## src/rtl/cpuPkg.sv

```systemverilog
package cpuPkg;

    localparam int DataWidth    = 32;
    localparam int RegAddrWidth = 5;

    typedef logic [DataWidth-1:0]    wordT;
    typedef logic [RegAddrWidth-1:0] regAddrT;

    localparam wordT ResetPc  = 32'h0000_0000;
    localparam wordT NopInstr = 32'h0000_0000;   // sll $0, $0, 0

    // primary opcode, instr[31:26]
    typedef enum logic [5:0] {
        SPECIAL = 6'h00,
        J       = 6'h02,
        BEQ     = 6'h04,
        BNE     = 6'h05,
        ADDIU   = 6'h09,
        ORI     = 6'h0d,
        LUI     = 6'h0f,
        LW      = 6'h23,
        SW      = 6'h2b
    } opcodeE;

    // funct field of SPECIAL, instr[5:0]
    typedef enum logic [5:0] {
        SLL  = 6'h00,
        ADDU = 6'h21,
        SUBU = 6'h23,
        AND  = 6'h24,
        OR   = 6'h25,
        XOR  = 6'h26,
        SLT  = 6'h2a
    } functE;

    typedef enum logic [3:0] {
        ALU_ADD,
        ALU_SUB,
        ALU_AND,
        ALU_OR,
        ALU_XOR,
        ALU_SLT,
        ALU_SLL,
        ALU_LUI   // passes the pre-shifted immediate
    } aluOpE;

    // operand source in execute
    typedef enum logic [1:0] {
        FWD_REG,
        FWD_MEM,
        FWD_WB
    } fwdSelE;

endpackage

```

## src/rtl/fetchUnit.sv

```systemverilog
`timescale 1ns/1ps

module fetchUnit
    import cpuPkg::*;
(
    input  logic clk,
    input  logic rstN_i,
    input  logic freeze_i,
    input  logic stall_i,        // load-use hold
    input  logic flush_i,
    input  logic redirect_i,
    input  wordT redirectPc_i,
    input  wordT instr_i,
    output wordT pc_o,
    output wordT instrD_o,
    output wordT pcD_o
);
    wordT nextPc;

    assign nextPc = redirect_i ? redirectPc_i : pc_o + 32'd4;

    always_ff @(posedge clk or negedge rstN_i) begin
        if (!rstN_i) begin
            pc_o     <= ResetPc;
            instrD_o <= NopInstr;
        end else if (!freeze_i && !stall_i) begin
            pc_o     <= nextPc;
            // word behind the delay slot is dropped
            instrD_o <= flush_i ? NopInstr : instr_i;
        end
    end

    always_ff @(posedge clk) begin
        if (!freeze_i && !stall_i) begin
            pcD_o <= pc_o;
        end
    end

endmodule

```

## src/rtl/decodeUnit.sv

```systemverilog
`timescale 1ns/1ps

module decodeUnit
    import cpuPkg::*;
(
    input  logic        clk,
    input  logic        rstN_i,
    input  logic        freeze_i,
    input  logic        stall_i,
    input  logic        bubble_i,
    input  wordT        instrD_i,
    input  wordT        pcD_i,
    input  wordT        rsData_i,
    input  wordT        rtData_i,
    output regAddrT     rsD_o,
    output regAddrT     rtD_o,
    output logic        useRsD_o,
    output logic        useRtD_o,
    output aluOpE       aluOpE_o,
    output wordT        opA_o,
    output wordT        opB_o,
    output wordT        imm_o,
    output wordT        pcE_o,
    output logic        useImmE_o,
    output logic [4:0]  shamtE_o,
    output regAddrT     rsE_o,
    output regAddrT     rtE_o,
    output regAddrT     destE_o,
    output logic        regWriteE_o,
    output logic        loadE_o,
    output logic        storeE_o,
    output logic        branchE_o,
    output logic        branchNeE_o,
    output logic        jumpE_o,
    output logic [25:0] jumpIdxE_o
);
    opcodeE  op;
    functE   fn;
    aluOpE   aluOp;
    wordT    imm;
    regAddrT dest;
    logic    useImm, destRd, regWrite, load, store, branch, branchNe, jump;

    assign op    = opcodeE'(instrD_i[31:26]);
    assign fn    = functE'(instrD_i[5:0]);
    assign rsD_o = instrD_i[25:21];
    assign rtD_o = instrD_i[20:16];
    assign dest  = destRd ? instrD_i[15:11] : instrD_i[20:16];

    always_comb begin
        aluOp    = ALU_ADD;
        useRsD_o = 1'b0;
        useRtD_o = 1'b0;
        useImm   = 1'b0;
        destRd   = 1'b0;
        regWrite = 1'b0;
        load     = 1'b0;
        store    = 1'b0;
        branch   = 1'b0;
        branchNe = 1'b0;
        jump     = 1'b0;
        case (op)
            SPECIAL: begin
                useRsD_o = 1'b1;
                useRtD_o = 1'b1;
                destRd   = 1'b1;
                regWrite = 1'b1;
                case (fn)
                    ADDU: aluOp = ALU_ADD;
                    SUBU: aluOp = ALU_SUB;
                    AND:  aluOp = ALU_AND;
                    OR:   aluOp = ALU_OR;
                    XOR:  aluOp = ALU_XOR;
                    SLT:  aluOp = ALU_SLT;
                    SLL: begin
                        aluOp    = ALU_SLL;
                        useRsD_o = 1'b0;   // shifts rt only
                    end
                    default: begin
                        // unknown funct acts as nop
                        useRsD_o = 1'b0;
                        useRtD_o = 1'b0;
                        regWrite = 1'b0;
                    end
                endcase
            end
            ADDIU, ORI, LW: begin
                aluOp    = (op == ORI) ? ALU_OR : ALU_ADD;
                useRsD_o = 1'b1;
                useImm   = 1'b1;
                regWrite = 1'b1;
                load     = (op == LW);
            end
            LUI: begin
                aluOp    = ALU_LUI;
                useImm   = 1'b1;
                regWrite = 1'b1;
            end
            SW: begin
                useRsD_o = 1'b1;
                useRtD_o = 1'b1;   // store data
                useImm   = 1'b1;
                store    = 1'b1;
            end
            BEQ, BNE: begin
                aluOp    = ALU_SUB;   // compare by subtraction
                useRsD_o = 1'b1;
                useRtD_o = 1'b1;
                branch   = 1'b1;
                branchNe = (op == BNE);
            end
            J:       jump = 1'b1;
            default: ;
        endcase
    end

    always_comb begin
        case (op)
            ORI:     imm = {16'h0000, instrD_i[15:0]};
            LUI:     imm = {instrD_i[15:0], 16'h0000};
            default: imm = {{16{instrD_i[15]}}, instrD_i[15:0]};
        endcase
    end

    always_ff @(posedge clk or negedge rstN_i) begin
        if (!rstN_i) begin
            regWriteE_o <= 1'b0;
            loadE_o     <= 1'b0;
            storeE_o    <= 1'b0;
            branchE_o   <= 1'b0;
            branchNeE_o <= 1'b0;
            jumpE_o     <= 1'b0;
        end else if (!freeze_i) begin
            regWriteE_o <= !bubble_i && regWrite && dest != '0;   // r0 writes dropped here
            loadE_o     <= !bubble_i && load;
            storeE_o    <= !bubble_i && store;
            branchE_o   <= !bubble_i && branch;
            branchNeE_o <= !bubble_i && branchNe;
            jumpE_o     <= !bubble_i && jump;
        end
    end

    // payload stays put behind a bubble
    always_ff @(posedge clk) begin
        if (!freeze_i && !stall_i) begin
            aluOpE_o   <= aluOp;
            opA_o      <= rsData_i;
            opB_o      <= rtData_i;
            imm_o      <= imm;
            pcE_o      <= pcD_i;
            useImmE_o  <= useImm;
            shamtE_o   <= instrD_i[10:6];
            rsE_o      <= rsD_o;
            rtE_o      <= rtD_o;
            destE_o    <= dest;
            jumpIdxE_o <= instrD_i[25:0];
        end
    end

endmodule

```

## src/rtl/regFile.sv

```systemverilog
`timescale 1ns/1ps

module regFile
    import cpuPkg::*;
(
    input  logic    clk,
    input  logic    rstN_i,
    input  regAddrT raddrA_i,
    input  regAddrT raddrB_i,
    input  regAddrT waddr_i,
    input  logic    we_i,
    input  wordT    wdata_i,
    output wordT    rdataA_o,
    output wordT    rdataB_o
);
    wordT regs [1:31];   // no storage for r0

    always_ff @(posedge clk or negedge rstN_i) begin
        if (!rstN_i) begin
            regs <= '{default: '0};
        end else if (we_i && waddr_i != '0) begin
            regs[waddr_i] <= wdata_i;
        end
    end

    function automatic wordT readPort(regAddrT addr);
        if (addr == '0) return '0;
        if (we_i && addr == waddr_i) return wdata_i;   // write in flight wins
        return regs[addr];
    endfunction

    always_comb begin
        rdataA_o = readPort(raddrA_i);
        rdataB_o = readPort(raddrB_i);
    end

endmodule

```

## src/rtl/executeUnit.sv

```systemverilog
`timescale 1ns/1ps

module executeUnit
    import cpuPkg::*;
(
    input  logic        clk,
    input  logic        rstN_i,
    input  logic        freeze_i,
    input  aluOpE       aluOpE_i,
    input  wordT        opA_i,
    input  wordT        opB_i,
    input  wordT        imm_i,
    input  wordT        pcE_i,
    input  logic        useImmE_i,
    input  logic [4:0]  shamtE_i,
    input  regAddrT     destE_i,
    input  logic        regWriteE_i,
    input  logic        loadE_i,
    input  logic        storeE_i,
    input  logic        branchE_i,
    input  logic        branchNeE_i,
    input  logic        jumpE_i,
    input  logic [25:0] jumpIdxE_i,
    input  fwdSelE      fwdA_i,
    input  fwdSelE      fwdB_i,
    input  wordT        resultM_i,
    input  wordT        resultW_i,
    output logic        takenE_o,
    output wordT        targetE_o,
    output wordT        aluOutM_o,
    output wordT        storeDataM_o,
    output regAddrT     destM_o,
    output logic        regWriteM_o,
    output logic        loadM_o,
    output logic        storeM_o,
    output wordT        pcM_o
);
    wordT srcA, srcB, aluB, aluRes, pcPlus4;

    function automatic wordT pickOperand(fwdSelE sel, wordT regVal, wordT memVal,
                                         wordT wbVal);
        case (sel)
            FWD_MEM: return memVal;
            FWD_WB:  return wbVal;
            default: return regVal;
        endcase
    endfunction

    assign srcA = pickOperand(fwdA_i, opA_i, resultM_i, resultW_i);
    assign srcB = pickOperand(fwdB_i, opB_i, resultM_i, resultW_i);
    assign aluB = useImmE_i ? imm_i : srcB;

    always_comb begin
        case (aluOpE_i)
            ALU_SUB: aluRes = srcA - aluB;
            ALU_AND: aluRes = srcA & aluB;
            ALU_OR:  aluRes = srcA | aluB;
            ALU_XOR: aluRes = srcA ^ aluB;
            ALU_SLT: aluRes = {31'b0, $signed(srcA) < $signed(aluB)};
            ALU_SLL: aluRes = aluB << shamtE_i;
            ALU_LUI: aluRes = aluB;
            default: aluRes = srcA + aluB;
        endcase
    end

    // beq takes on a zero difference, bne on nonzero
    assign pcPlus4   = pcE_i + 32'd4;
    assign takenE_o  = jumpE_i | (branchE_i & ((aluRes == '0) ^ branchNeE_i));
    assign targetE_o = jumpE_i ? {pcPlus4[31:28], jumpIdxE_i, 2'b00}
                               : pcPlus4 + {imm_i[29:0], 2'b00};

    always_ff @(posedge clk or negedge rstN_i) begin
        if (!rstN_i) begin
            regWriteM_o <= 1'b0;
            loadM_o     <= 1'b0;
            storeM_o    <= 1'b0;
        end else if (!freeze_i) begin
            regWriteM_o <= regWriteE_i;
            loadM_o     <= loadE_i;
            storeM_o    <= storeE_i;
        end
    end

    always_ff @(posedge clk) begin
        if (!freeze_i) begin
            aluOutM_o    <= aluRes;
            storeDataM_o <= srcB;   // forwarded rt
            destM_o      <= destE_i;
            pcM_o        <= pcE_i;
        end
    end

endmodule

```

## src/rtl/memoryUnit.sv

```systemverilog
`timescale 1ns/1ps

module memoryUnit
    import cpuPkg::*;
(
    input  logic    clk,
    input  logic    rstN_i,
    input  logic    freeze_i,
    input  wordT    aluOutM_i,
    input  wordT    storeDataM_i,
    input  regAddrT destM_i,
    input  logic    regWriteM_i,
    input  logic    loadM_i,
    input  logic    storeM_i,
    input  wordT    pcM_i,
    input  wordT    dataRdata_i,
    output logic    dataRe_o,
    output logic    dataWe_o,
    output wordT    dataAddr_o,
    output wordT    dataWdata_o,
    output wordT    resultM_o,
    output regAddrT destW_o,
    output logic    regWriteW_o,
    output wordT    resultW_o,
    output wordT    pcW_o
);
    logic regWriteW;

    assign dataRe_o    = loadM_i;
    assign dataWe_o    = storeM_i;
    assign dataAddr_o  = aluOutM_i;
    assign dataWdata_o = storeDataM_i;
    assign resultM_o   = loadM_i ? dataRdata_i : aluOutM_i;   // also the forward source

    // no commit while the pipeline is frozen
    assign regWriteW_o = regWriteW & ~freeze_i;

    always_ff @(posedge clk or negedge rstN_i) begin
        if (!rstN_i) begin
            regWriteW <= 1'b0;
        end else if (!freeze_i) begin
            regWriteW <= regWriteM_i;
        end
    end

    always_ff @(posedge clk) begin
        if (!freeze_i) begin
            destW_o   <= destM_i;
            resultW_o <= resultM_o;
            pcW_o     <= pcM_i;
        end
    end

endmodule

```

## src/rtl/hazardCtrl.sv

```systemverilog
`timescale 1ns/1ps

module hazardCtrl
    import cpuPkg::*;
(
    input  logic    iStall_i,
    input  logic    dStall_i,
    input  regAddrT rsD_i,
    input  regAddrT rtD_i,
    input  logic    useRsD_i,
    input  logic    useRtD_i,
    input  regAddrT destE_i,
    input  logic    loadE_i,
    input  regAddrT destM_i,
    input  logic    regWriteM_i,
    input  regAddrT destW_i,
    input  logic    regWriteW_i,
    input  regAddrT rsE_i,
    input  regAddrT rtE_i,
    input  logic    takenE_i,
    input  wordT    targetE_i,
    output logic    freeze_o,
    output logic    stallFront_o,
    output logic    bubbleE_o,
    output logic    flushD_o,
    output logic    redirect_o,
    output wordT    redirectPc_o,
    output fwdSelE  fwdA_o,
    output fwdSelE  fwdB_o
);
    logic loadUse;

    // youngest producer first
    function automatic fwdSelE fwdFor(regAddrT src, regAddrT dM, logic wM, regAddrT dW,
                                      logic wW);
        if (wM && dM != '0 && dM == src) return FWD_MEM;
        if (wW && dW != '0 && dW == src) return FWD_WB;
        return FWD_REG;
    endfunction

    assign freeze_o = iStall_i | dStall_i;

    assign loadUse = loadE_i && destE_i != '0
                     && ((useRsD_i && rsD_i == destE_i) || (useRtD_i && rtD_i == destE_i));
    assign stallFront_o = loadUse;
    assign bubbleE_o    = loadUse;

    // delay slot sits in decode, so only the fetch after it goes
    assign redirect_o   = takenE_i;
    assign redirectPc_o = targetE_i;
    assign flushD_o     = takenE_i & ~loadUse;

    assign fwdA_o = fwdFor(rsE_i, destM_i, regWriteM_i, destW_i, regWriteW_i);
    assign fwdB_o = fwdFor(rtE_i, destM_i, regWriteM_i, destW_i, regWriteW_i);

endmodule

```

## src/rtl/cpuCore.sv

```systemverilog
`timescale 1ns/1ps

module cpuCore
    import cpuPkg::*;
(
    input  logic    clk,
    input  logic    rstN_i,
    output wordT    instrAddr_o,
    input  wordT    instr_i,
    input  logic    iStall_i,
    output logic    dataRe_o,
    output logic    dataWe_o,
    output wordT    dataAddr_o,
    output wordT    dataWdata_o,
    input  wordT    dataRdata_i,
    input  logic    dStall_i,
    output logic    wbValid_o,
    output wordT    wbPc_o,
    output regAddrT wbReg_o,
    output wordT    wbData_o
);
    logic        freeze, stallFront, bubbleE, flushD, redirect, takenE;
    wordT        redirectPc, targetE;
    fwdSelE      fwdA, fwdB;
    wordT        instrD, pcD, rsData, rtData;
    regAddrT     rsD, rtD, rsE, rtE, destE, destM, destW;
    logic        useRsD, useRtD, useImmE;
    aluOpE       aluOp;
    wordT        opA, opB, immE, pcE;
    logic [4:0]  shamtE;
    logic [25:0] jumpIdxE;
    logic        regWriteE, loadE, storeE, branchE, branchNeE, jumpE;
    wordT        aluOutM, storeDataM, pcM, resultM, resultW, pcW;
    logic        regWriteM, loadM, storeM, regWriteW;

    // trace follows the writeback register
    assign wbValid_o = regWriteW;
    assign wbPc_o    = pcW;
    assign wbReg_o   = destW;
    assign wbData_o  = resultW;

    fetchUnit i_fetch (
        .clk(clk), .rstN_i(rstN_i), .freeze_i(freeze), .stall_i(stallFront),
        .flush_i(flushD), .redirect_i(redirect), .redirectPc_i(redirectPc),
        .instr_i(instr_i), .pc_o(instrAddr_o), .instrD_o(instrD), .pcD_o(pcD)
    );

    decodeUnit i_decode (
        .clk(clk), .rstN_i(rstN_i), .freeze_i(freeze), .stall_i(stallFront),
        .bubble_i(bubbleE), .instrD_i(instrD), .pcD_i(pcD),
        .rsData_i(rsData), .rtData_i(rtData),
        .rsD_o(rsD), .rtD_o(rtD), .useRsD_o(useRsD), .useRtD_o(useRtD),
        .aluOpE_o(aluOp), .opA_o(opA), .opB_o(opB), .imm_o(immE), .pcE_o(pcE),
        .useImmE_o(useImmE), .shamtE_o(shamtE), .rsE_o(rsE), .rtE_o(rtE),
        .destE_o(destE), .regWriteE_o(regWriteE), .loadE_o(loadE), .storeE_o(storeE),
        .branchE_o(branchE), .branchNeE_o(branchNeE), .jumpE_o(jumpE),
        .jumpIdxE_o(jumpIdxE)
    );

    regFile i_regFile (
        .clk(clk), .rstN_i(rstN_i), .raddrA_i(rsD), .raddrB_i(rtD),
        .waddr_i(destW), .we_i(regWriteW), .wdata_i(resultW),
        .rdataA_o(rsData), .rdataB_o(rtData)
    );

    executeUnit i_execute (
        .clk(clk), .rstN_i(rstN_i), .freeze_i(freeze),
        .aluOpE_i(aluOp), .opA_i(opA), .opB_i(opB), .imm_i(immE), .pcE_i(pcE),
        .useImmE_i(useImmE), .shamtE_i(shamtE), .destE_i(destE),
        .regWriteE_i(regWriteE), .loadE_i(loadE), .storeE_i(storeE),
        .branchE_i(branchE), .branchNeE_i(branchNeE), .jumpE_i(jumpE),
        .jumpIdxE_i(jumpIdxE), .fwdA_i(fwdA), .fwdB_i(fwdB),
        .resultM_i(resultM), .resultW_i(resultW),
        .takenE_o(takenE), .targetE_o(targetE), .aluOutM_o(aluOutM),
        .storeDataM_o(storeDataM), .destM_o(destM), .regWriteM_o(regWriteM),
        .loadM_o(loadM), .storeM_o(storeM), .pcM_o(pcM)
    );

    memoryUnit i_memory (
        .clk(clk), .rstN_i(rstN_i), .freeze_i(freeze),
        .aluOutM_i(aluOutM), .storeDataM_i(storeDataM), .destM_i(destM),
        .regWriteM_i(regWriteM), .loadM_i(loadM), .storeM_i(storeM), .pcM_i(pcM),
        .dataRdata_i(dataRdata_i), .dataRe_o(dataRe_o), .dataWe_o(dataWe_o),
        .dataAddr_o(dataAddr_o), .dataWdata_o(dataWdata_o), .resultM_o(resultM),
        .destW_o(destW), .regWriteW_o(regWriteW), .resultW_o(resultW), .pcW_o(pcW)
    );

    hazardCtrl i_hazard (
        .iStall_i(iStall_i), .dStall_i(dStall_i),
        .rsD_i(rsD), .rtD_i(rtD), .useRsD_i(useRsD), .useRtD_i(useRtD),
        .destE_i(destE), .loadE_i(loadE), .destM_i(destM), .regWriteM_i(regWriteM),
        .destW_i(destW), .regWriteW_i(regWriteW), .rsE_i(rsE), .rtE_i(rtE),
        .takenE_i(takenE), .targetE_i(targetE),
        .freeze_o(freeze), .stallFront_o(stallFront), .bubbleE_o(bubbleE),
        .flushD_o(flushD), .redirect_o(redirect), .redirectPc_o(redirectPc),
        .fwdA_o(fwdA), .fwdB_o(fwdB)
    );

endmodule

```

## config.mk

```make
export PLATFORM = sky130hd
export DESIGN_NAME = cpuCore
export DESIGN_NICKNAME = d
export VERILOG_FILES = /design/src/rtl/cpuPkg.sv /design/src/rtl/fetchUnit.sv /design/src/rtl/decodeUnit.sv /design/src/rtl/regFile.sv /design/src/rtl/executeUnit.sv /design/src/rtl/memoryUnit.sv /design/src/rtl/hazardCtrl.sv /design/src/rtl/cpuCore.sv
export SDC_FILE = /design/constraint.sdc
export NUM_CORES = 2
export LEC_CHECK = 0
export ABC_AREA = 1
export BUFFER_PORTS_ARGS = -buffer_cell sky130_fd_sc_hd__buf_2
export CAP_MARGIN = 40
export CORE_MARGIN = 3
export CORE_UTILIZATION = 48
export DETAILED_ROUTE_END_ITERATION = 10
export HOLD_SLACK_MARGIN = 0.03
export PLACE_DENSITY_LB_ADDON = 0.1
export SYNTH_ARGS = -nofsm -noshare
export SYNTH_HDL_FRONTEND = slang
export SYNTH_SLANG_ARGS = --single-unit
```

## constraint.sdc

```tcl
create_clock -name clk -period 14.9 [get_ports clk]
set_input_delay 0 -clock clk [delete_from_list [all_inputs] [get_ports clk]]
set_output_delay 0 -clock clk [all_outputs]
set_load 0.03 [all_outputs]
```

Yosys cells after proc, flatten, opt, wreduce, memory -nomap -nowiden
Cells that the tools add are included.
{ "word_totals": {"reg_bits": 1447, "input_bits": 68, "out_inout_bits": 168, "word_cells": 223} }
{ "classes": {"n_addsub": 5, "n_lt_le_gt_ge": 5, "n_eq_ne": 33, "n_shift": 1, "muxes": 62, "bitwise_logic": 14, "reduce_logical": 41} }
{ "op_table": {"columns": ["operator", "count"], "rows": [
  ["$bwmux 992", 1],
  ["$mux 32", 18],
  ["$bmux 32 s5", 2],
  ["$pmux 32 s7", 1],
  ["$pmux 32 s2", 3],
  ["$demux 32 s5", 1],
  ["$add 32x3->32 const B", 2],
  ["$add 32x32->32", 2],
  ["$eq 6x6->1 const B", 8],
  ["$eq 5x5->1", 8],
  ["$and 32x32->32", 1],
  ["$logic_not 32->1", 1],
  ["$lt 32x32->1", 1],
  ["$or 32x32->32", 1],
  ["$shl 32x5->32", 1],
  ["$sub 32x32->32", 1],
  ["$xor 32x32->32", 1],
  ["$logic_and 1x1->1", 21],
  ["$mux 1", 21],
  ["$reduce_bool 5->1", 4],
  ["$eq 6x4->1 const B", 3],
  ["$ge 6x6->1 const B", 3],
  ["$mux 2", 9],
  ["$not 5->6", 3],
  ["other kinds (26)", 44]
]} }

Logic depth before layout (Yosys ltp)
{ "depth": {"depth_word": 20, "mapped_depth": 46, "mapped_depth_nobuf": 44} }

By module
A second synthesis with hierarchy kept.
{ "unflattened": {"cells_unflattened": 11960, "area_unflattened_um2": 86142.6} }
{ "modules_own_cells": {"columns": ["mod", "n_inst", "cells_per_inst", "area_each_um2"], "rows": [
  ["regFile", 1, 8124, 55917.4],
  ["executeUnit", 1, 2565, 15812.7],
  ["decodeUnit", 1, 343, 5978.2],
  ["fetchUnit", 1, 543, 4529.3],
  ["memoryUnit", 1, 246, 3106.7],
  ["hazardCtrl", 1, 139, 798.3]
]} }

Worst setup path before layout
OpenSTA, ideal clock, no wires.
{ "synth_timing": {"kind": "input -> register", "startpoint": "input iStall_i", "endpoint": "register i_decode.aluOpE_o[0], enable pin", "setup_time_ps": 694, "arrival_time_ps": 6586, "required_time_ps": 14206, "setup_slack_ps": 7619, "stages": 7, "n_path_buf": 2, "cell_sequence": "inv_1 nand2_2 clkinv_1 nand2_1 inv_1 buf_2 buf_2"} }
{ "synth_via": {"elab_chain_cells": 3} }
{ "synth_rtl": {"columns": ["element", "line_no", "source"], "rows": [
  ["from (decl)", "cpuCore.sv:10", "input logic iStall_i,"],
  ["$or 1x1->1", "hazardCtrl.sv:41", "assign freeze_o = iStall_i | dStall_i;"],
  ["$logic_not 1->1", null, null],
  ["$logic_and 1x1->1", "decodeUnit.sv:145", "if (!freeze_i && !stall_i) begin"],
  ["to (signal assigned)", "decodeUnit.sv:146", "aluOpE_o <= aluOp;"],
  ["to (decl)", "decodeUnit.sv:19", "output aluOpE aluOpE_o,"]
]} }
Every way passes these cells.
A chain may end at the register's enable or synchronous reset.

Final worst setup path
{ "layout_timing": {"startpoint": "register i_execute.loadM_o", "endpoint": "register i_fetch.instrD_o[18]"} }
{ "layout_via": {"elab_chain_cells": 11} }
{ "layout_rtl": {"columns": ["element", "line_no", "source"], "rows": [
  ["from (decl)", "executeUnit.sv:34", "output logic loadM_o,"],
  ["from (signal assigned)", "executeUnit.sv:79", "loadM_o <= loadE_i;"],
  ["$mux 32 (*)", "memoryUnit.sv:33", "assign resultM_o = loadM_i ? dataRdata_i : aluOutM_i;"],
  ["via i_execute.resultM_i[0]", "executeUnit.sv:26", "input wordT resultM_i,"],
  ["$pmux 32 s2 (*)", "executeUnit.sv:42", "case (sel)"],
  ["via i_execute.srcB[0]", "executeUnit.sv:38", "wordT srcA, srcB, aluB, aluRes, pcPlus4;"],
  ["$mux 32 (*)", "executeUnit.sv:51", "assign aluB = useImmE_i ? imm_i : srcB;"],
  ["$add 32x32->32 (tied with other cells)", "executeUnit.sv:62", "default: aluRes = srcA + aluB;"],
  ["$pmux 32 s7 (*)", "executeUnit.sv:54", "case (aluOpE_i)"],
  ["$logic_not 32->1 (*)", "executeUnit.sv:68", "assign takenE_o = jumpE_i | (branchE_i & ((aluRes == '0) ^ branchNeE_i));"],
  ["$xor 1x1->1 (*)", "executeUnit.sv:68", null],
  ["$and 1x1->1 (*)", "executeUnit.sv:68", null],
  ["$or 1x1->1 (*)", "executeUnit.sv:68", null],
  ["$and 1x1->1 (*)", "hazardCtrl.sv:51", "assign flushD_o = takenE_i & ~loadUse;"],
  ["$mux 32 (*)", "fetchUnit.sv:29", "instrD_o <= flush_i ? NopInstr : instr_i;"],
  ["to (signal assigned)", "fetchUnit.sv:25", "instrD_o <= NopInstr;"],
  ["to (signal assigned)", "fetchUnit.sv:29", null],
  ["to (decl)", "fetchUnit.sv:15", "output wordT instrD_o,"]
]} }
The timed path passes the listed nets; every way through them passes the cells marked *.

==> reports/qor.csv <==
stage,metric,value,unit
clocking,CTS root buffer,clkbuf_16,
clocking,Max Root-Sink Buffers,3,
placed_design,dpl ws,6.311,ns
timing,clk_skew,0.04809,ns
synth,Post-Syn Instances,9981,
timing,fin crit period,8.928,ns
timing,hold_ws,0.08562,ns
drt,Iter 0 DRT Violations,11517,
min_path,type of the worst min-delay path,input pin to flip-flop,
worst_setup_path,"Largest stage delay, worst path",0.93,ns
grt,pin count of the biggest net entering global routing,197,
final_layout,fin nets,10123,
placed_design,input/output buffers,235,
synth,Syn Nets,10179,
pwr,worst vdd ir,137.3,uV
die,Ports,236,
synth,top-count cell post-synth,nand2_1,
clocking,total CTS buffers,162,
timing,Worst-Margin Slew,1.029,ns
clocking,H-Tree Depth,4,
die,placeable core area,165400,um2
drt,Pre-Repair DR Iteration Count,7,
synth,ranking of synthesized cells by area,"dfrtp_1, edfxtp_1, o21ai_0",
synth,Synth Area in Adders,0.02058,
die,chip width,414.6,um
timing,RSZ-0062 raised after global routing,false,
flow_run,Max-cap violations,0,
synth,"Seq/Total Area, Yosys",0.4696,
grt,initial antenna violation count,14,
clocking,CTS tree,yes,
synth,Synth Area in XOR/XNOR,0.01136,
timing,Worst Slack Setup Final,5.972,ns
grt,global route total overflow,0,
timing,maximum clock frequency,0.1120,GHz
synth,fraction of registers with async set/reset,0.7449,
drt,DR WL/cell,29.36,um
synth,Yosys top cell by area,dfrtp_1,
synth,synthesized area,80150,um2
timing,final setup violating endpoints,0,
timing,endpoints failing hold,0,
die,Die Height,414.6,um
pwr,total power,11.92,mW
timing,part of the cycle the worst path needs,0.5992,
final_layout,Multi-input gate area,35430,um2
synth,leading register cell type out of synthesis,dfrtp_1,
clocking,worst skew pair latency,0.85,ns
worst_setup_path,Worst EP arrival,9.66,ns
clocking,clk sink count,1431,
synth,top-area cell type share of the netlist area,0.3328,
run_status,status,"complete, no violations",
worst_setup_path,Worst R2R Start,i_execute.loadM_o,
worst_setup_path,worst path required time,15.63,ns
synth,post-synthesis mux area share,0,
die,row count,149,
die,total die area,171900,um2
worst_setup_path,startpoint types,flip-flop,
placed_design,hpwl dp,229600,um
synth,Post-synth EDFFs,365,
worst_setup_path,CP Max Fanout,34,
worst_setup_path,CP most frequent cell,nand2_1,
final_layout,share of layout cells above drive strength 1,0.09366,
min_path,HP Start,dataRdata_i[9],
final_layout,FF/Latch Area,37670,um2
synth,Post-synth top cells,"nand2_1, o21ai_0, inv_1",
grt,first-pass GRT wire length,519300,um
final_layout,fillcell total,15266,
drt,final WL,359800,um
placed_design,RD Place Congestion,1.058,
grt,Tot GR Track Use,0.4079,
synth,distinct cell type count after synthesis,64,
synth,Post-Synth Simple-Gate Area,0.1575,
grt,number of global-route vias before repair,73940,
synth,YS warnings,0,
worst_setup_path,Worst Setup SP,i_execute.loadM_o,
worst_setup_path,CP endpoint kind,flip-flop,
synth,"Avg Cell Area, Syn",8.030,um2
drt,DRT antenna net count,0,
drt,via count,78161,
worst_setup_path,Setup CP Type,flip-flop to flip-flop,
drt,drt drc,0,
timing,Worst slew margin,0.3138,
timing,pins over their slew limit,0,
die,Initial Util,0.4847,
synth,synthesis-stage register bit count,1431,
pwr,Power Dens Cells,130.6,nW/um2
timing,Setup TNS Final,0,ns
synth,Synth Area in Compound Gates,0.2486,
final_layout,area grow syn2layout,13.87,%
pwr,Leak,38.26,nW
clocking,Clock Pin Slew Worst Setup and Hold Paths,0.06,ns
synth,largest family of logic cells by synthesized area,compound AO/OA/AOI/OAI gates,
drt,routed vias/inst,6.378,
worst_setup_path,"Slowest-stage cell, CP",dfrtp_1,
[cell type report]
type,instances,share of cell area
Antenna cell,7,0.0001919
Clock buffer,230,0.05182
Clock inverter,67,0.01102
Inverter,1114,0.04642
Multi-Input combinational cell,6626,0.3882
Sequential cell,1431,0.4128
Tap cell,2189,0.03001
Timing Repair Buffer,590,0.05958
[logic make-up (layout without fill, tap and decap cells)]
group,Yosys count,in the layout
xor+xnor,104,104
buf+inv,1924,2001
flops,1431,1431
compound gates,3413,3413
fa+ha+maj,130,130
other cells,0,7
simple gates,2979,2979
[critical path, delay by kind of cell (launching register included)]
family          cells  cell delay (ns)
compound gates      3             0.60
flops               1             0.93
fa+ha+maj           2             0.77
simple gates       29             5.52
buf+inv             3             0.90
[path summary, 6_finish.rpt]
| kind | to | slack (ns) | cells past startpoint |
|---|---|---|---|
| max in group asynchronous | i_regFile.regs[142] | 12.30 | 7 |
| worst min register to register | i_decode.pcE_o[7] | 0.40 | 0 |
| worst max-delay path | i_fetch.instrD_o[18] | 5.97 | 37 |
| min in group asynchronous | i_regFile.regs[179] | 0.37 | 4 |
| worst max register to register | i_fetch.instrD_o[18] | 5.97 | 37 |
| worst min-delay path | i_memory.resultW_o[9] | 0.09 | 4 |
[routing by layer]
layer,track usage,routed length (um),up-vias
li1,-,-,34354
met1,0.5444,141400,37683
met2,0.5884,150100,4918
met3,0.1094,41120,1196
met4,0.2566,27070,10
met5,0,57,-
[repair_timing]
item	CTS	global route
resized for setup	0	0
buffers inserted	0	0
hold buffers	103	0
endpoints found under the hold margin	308	0
[stage by stage]
| stage | instances | utilization | area, um2 |
|---|---|---|---|
| floorplan | 9981 | - | 80150 |
| finish | 12254 | 0.5519 | 91260 |
| global route | 12249 | 0.5518 | 91250 |
| CTS | 12244 | 0.5517 | 91230 |
| global placement | 11759 | 0.4993 | 82560 |
| detailed placement | 11844 | 0.5107 | 84450 |
[layout by cell type (no fill, tap or decap), types with 35 or more instances in the layout]
| cell type | instances |
|---|---|
| nand3_1 | 460 |
| clkbuf_16 | 170 |
| nor3_1 | 45 |
| xor2_1 | 74 |
| dfrtp_1 | 1056 |
| nand3_2 | 42 |
| edfxtp_1 | 365 |
| nand2_1 | 1864 |
| o211ai_1 | 52 |
| o22ai_1 | 40 |
| o21ai_0 | 1751 |
| buf_2 | 245 |
| clkbuf_1 | 35 |
| a221oi_1 | 75 |
| inv_1 | 1084 |
| a21oi_1 | 804 |
| ha_1 | 127 |
| nand4_1 | 87 |
| or2_2 | 37 |
| nor2_1 | 330 |
| buf_4 | 167 |
| o221ai_1 | 492 |
| buf_16 | 58 |
| o21ai_1 | 35 |
| dlygate4sd3_1 | 102 |
[power breakdown]
part | leakage (nW) | switching (mW) | internal [mW] | total [mW]
combinational | 17.4 | 2.16 | 0.781 | 2.94
clock | 2.82 | 1.76 | 2.61 | 4.38
sequential | 18.0 | 0.271 | 4.33 | 4.60
total | 38.3 | 4.19 | 7.72 | 11.9
[flip-flops by register name, summed over array words and instances, names as in the netlist, 25 cells and up]
register,flops
i_decode.imm_o,32
i_fetch.instrD_o,32
i_decode.opB_o,32
i_decode.pcE_o,32
i_fetch.pcD_o,32
i_execute.pcM_o,32
i_regFile.regs,992
i_fetch.pc_o,32
i_decode.opA_o,32
i_memory.pcW_o,32
i_memory.resultW_o,32
i_decode.jumpIdxE_o,25
i_execute.storeDataM_o,32
i_execute.aluOutM_o,32
No activity file was read; power rests on OpenSTA's default activity.
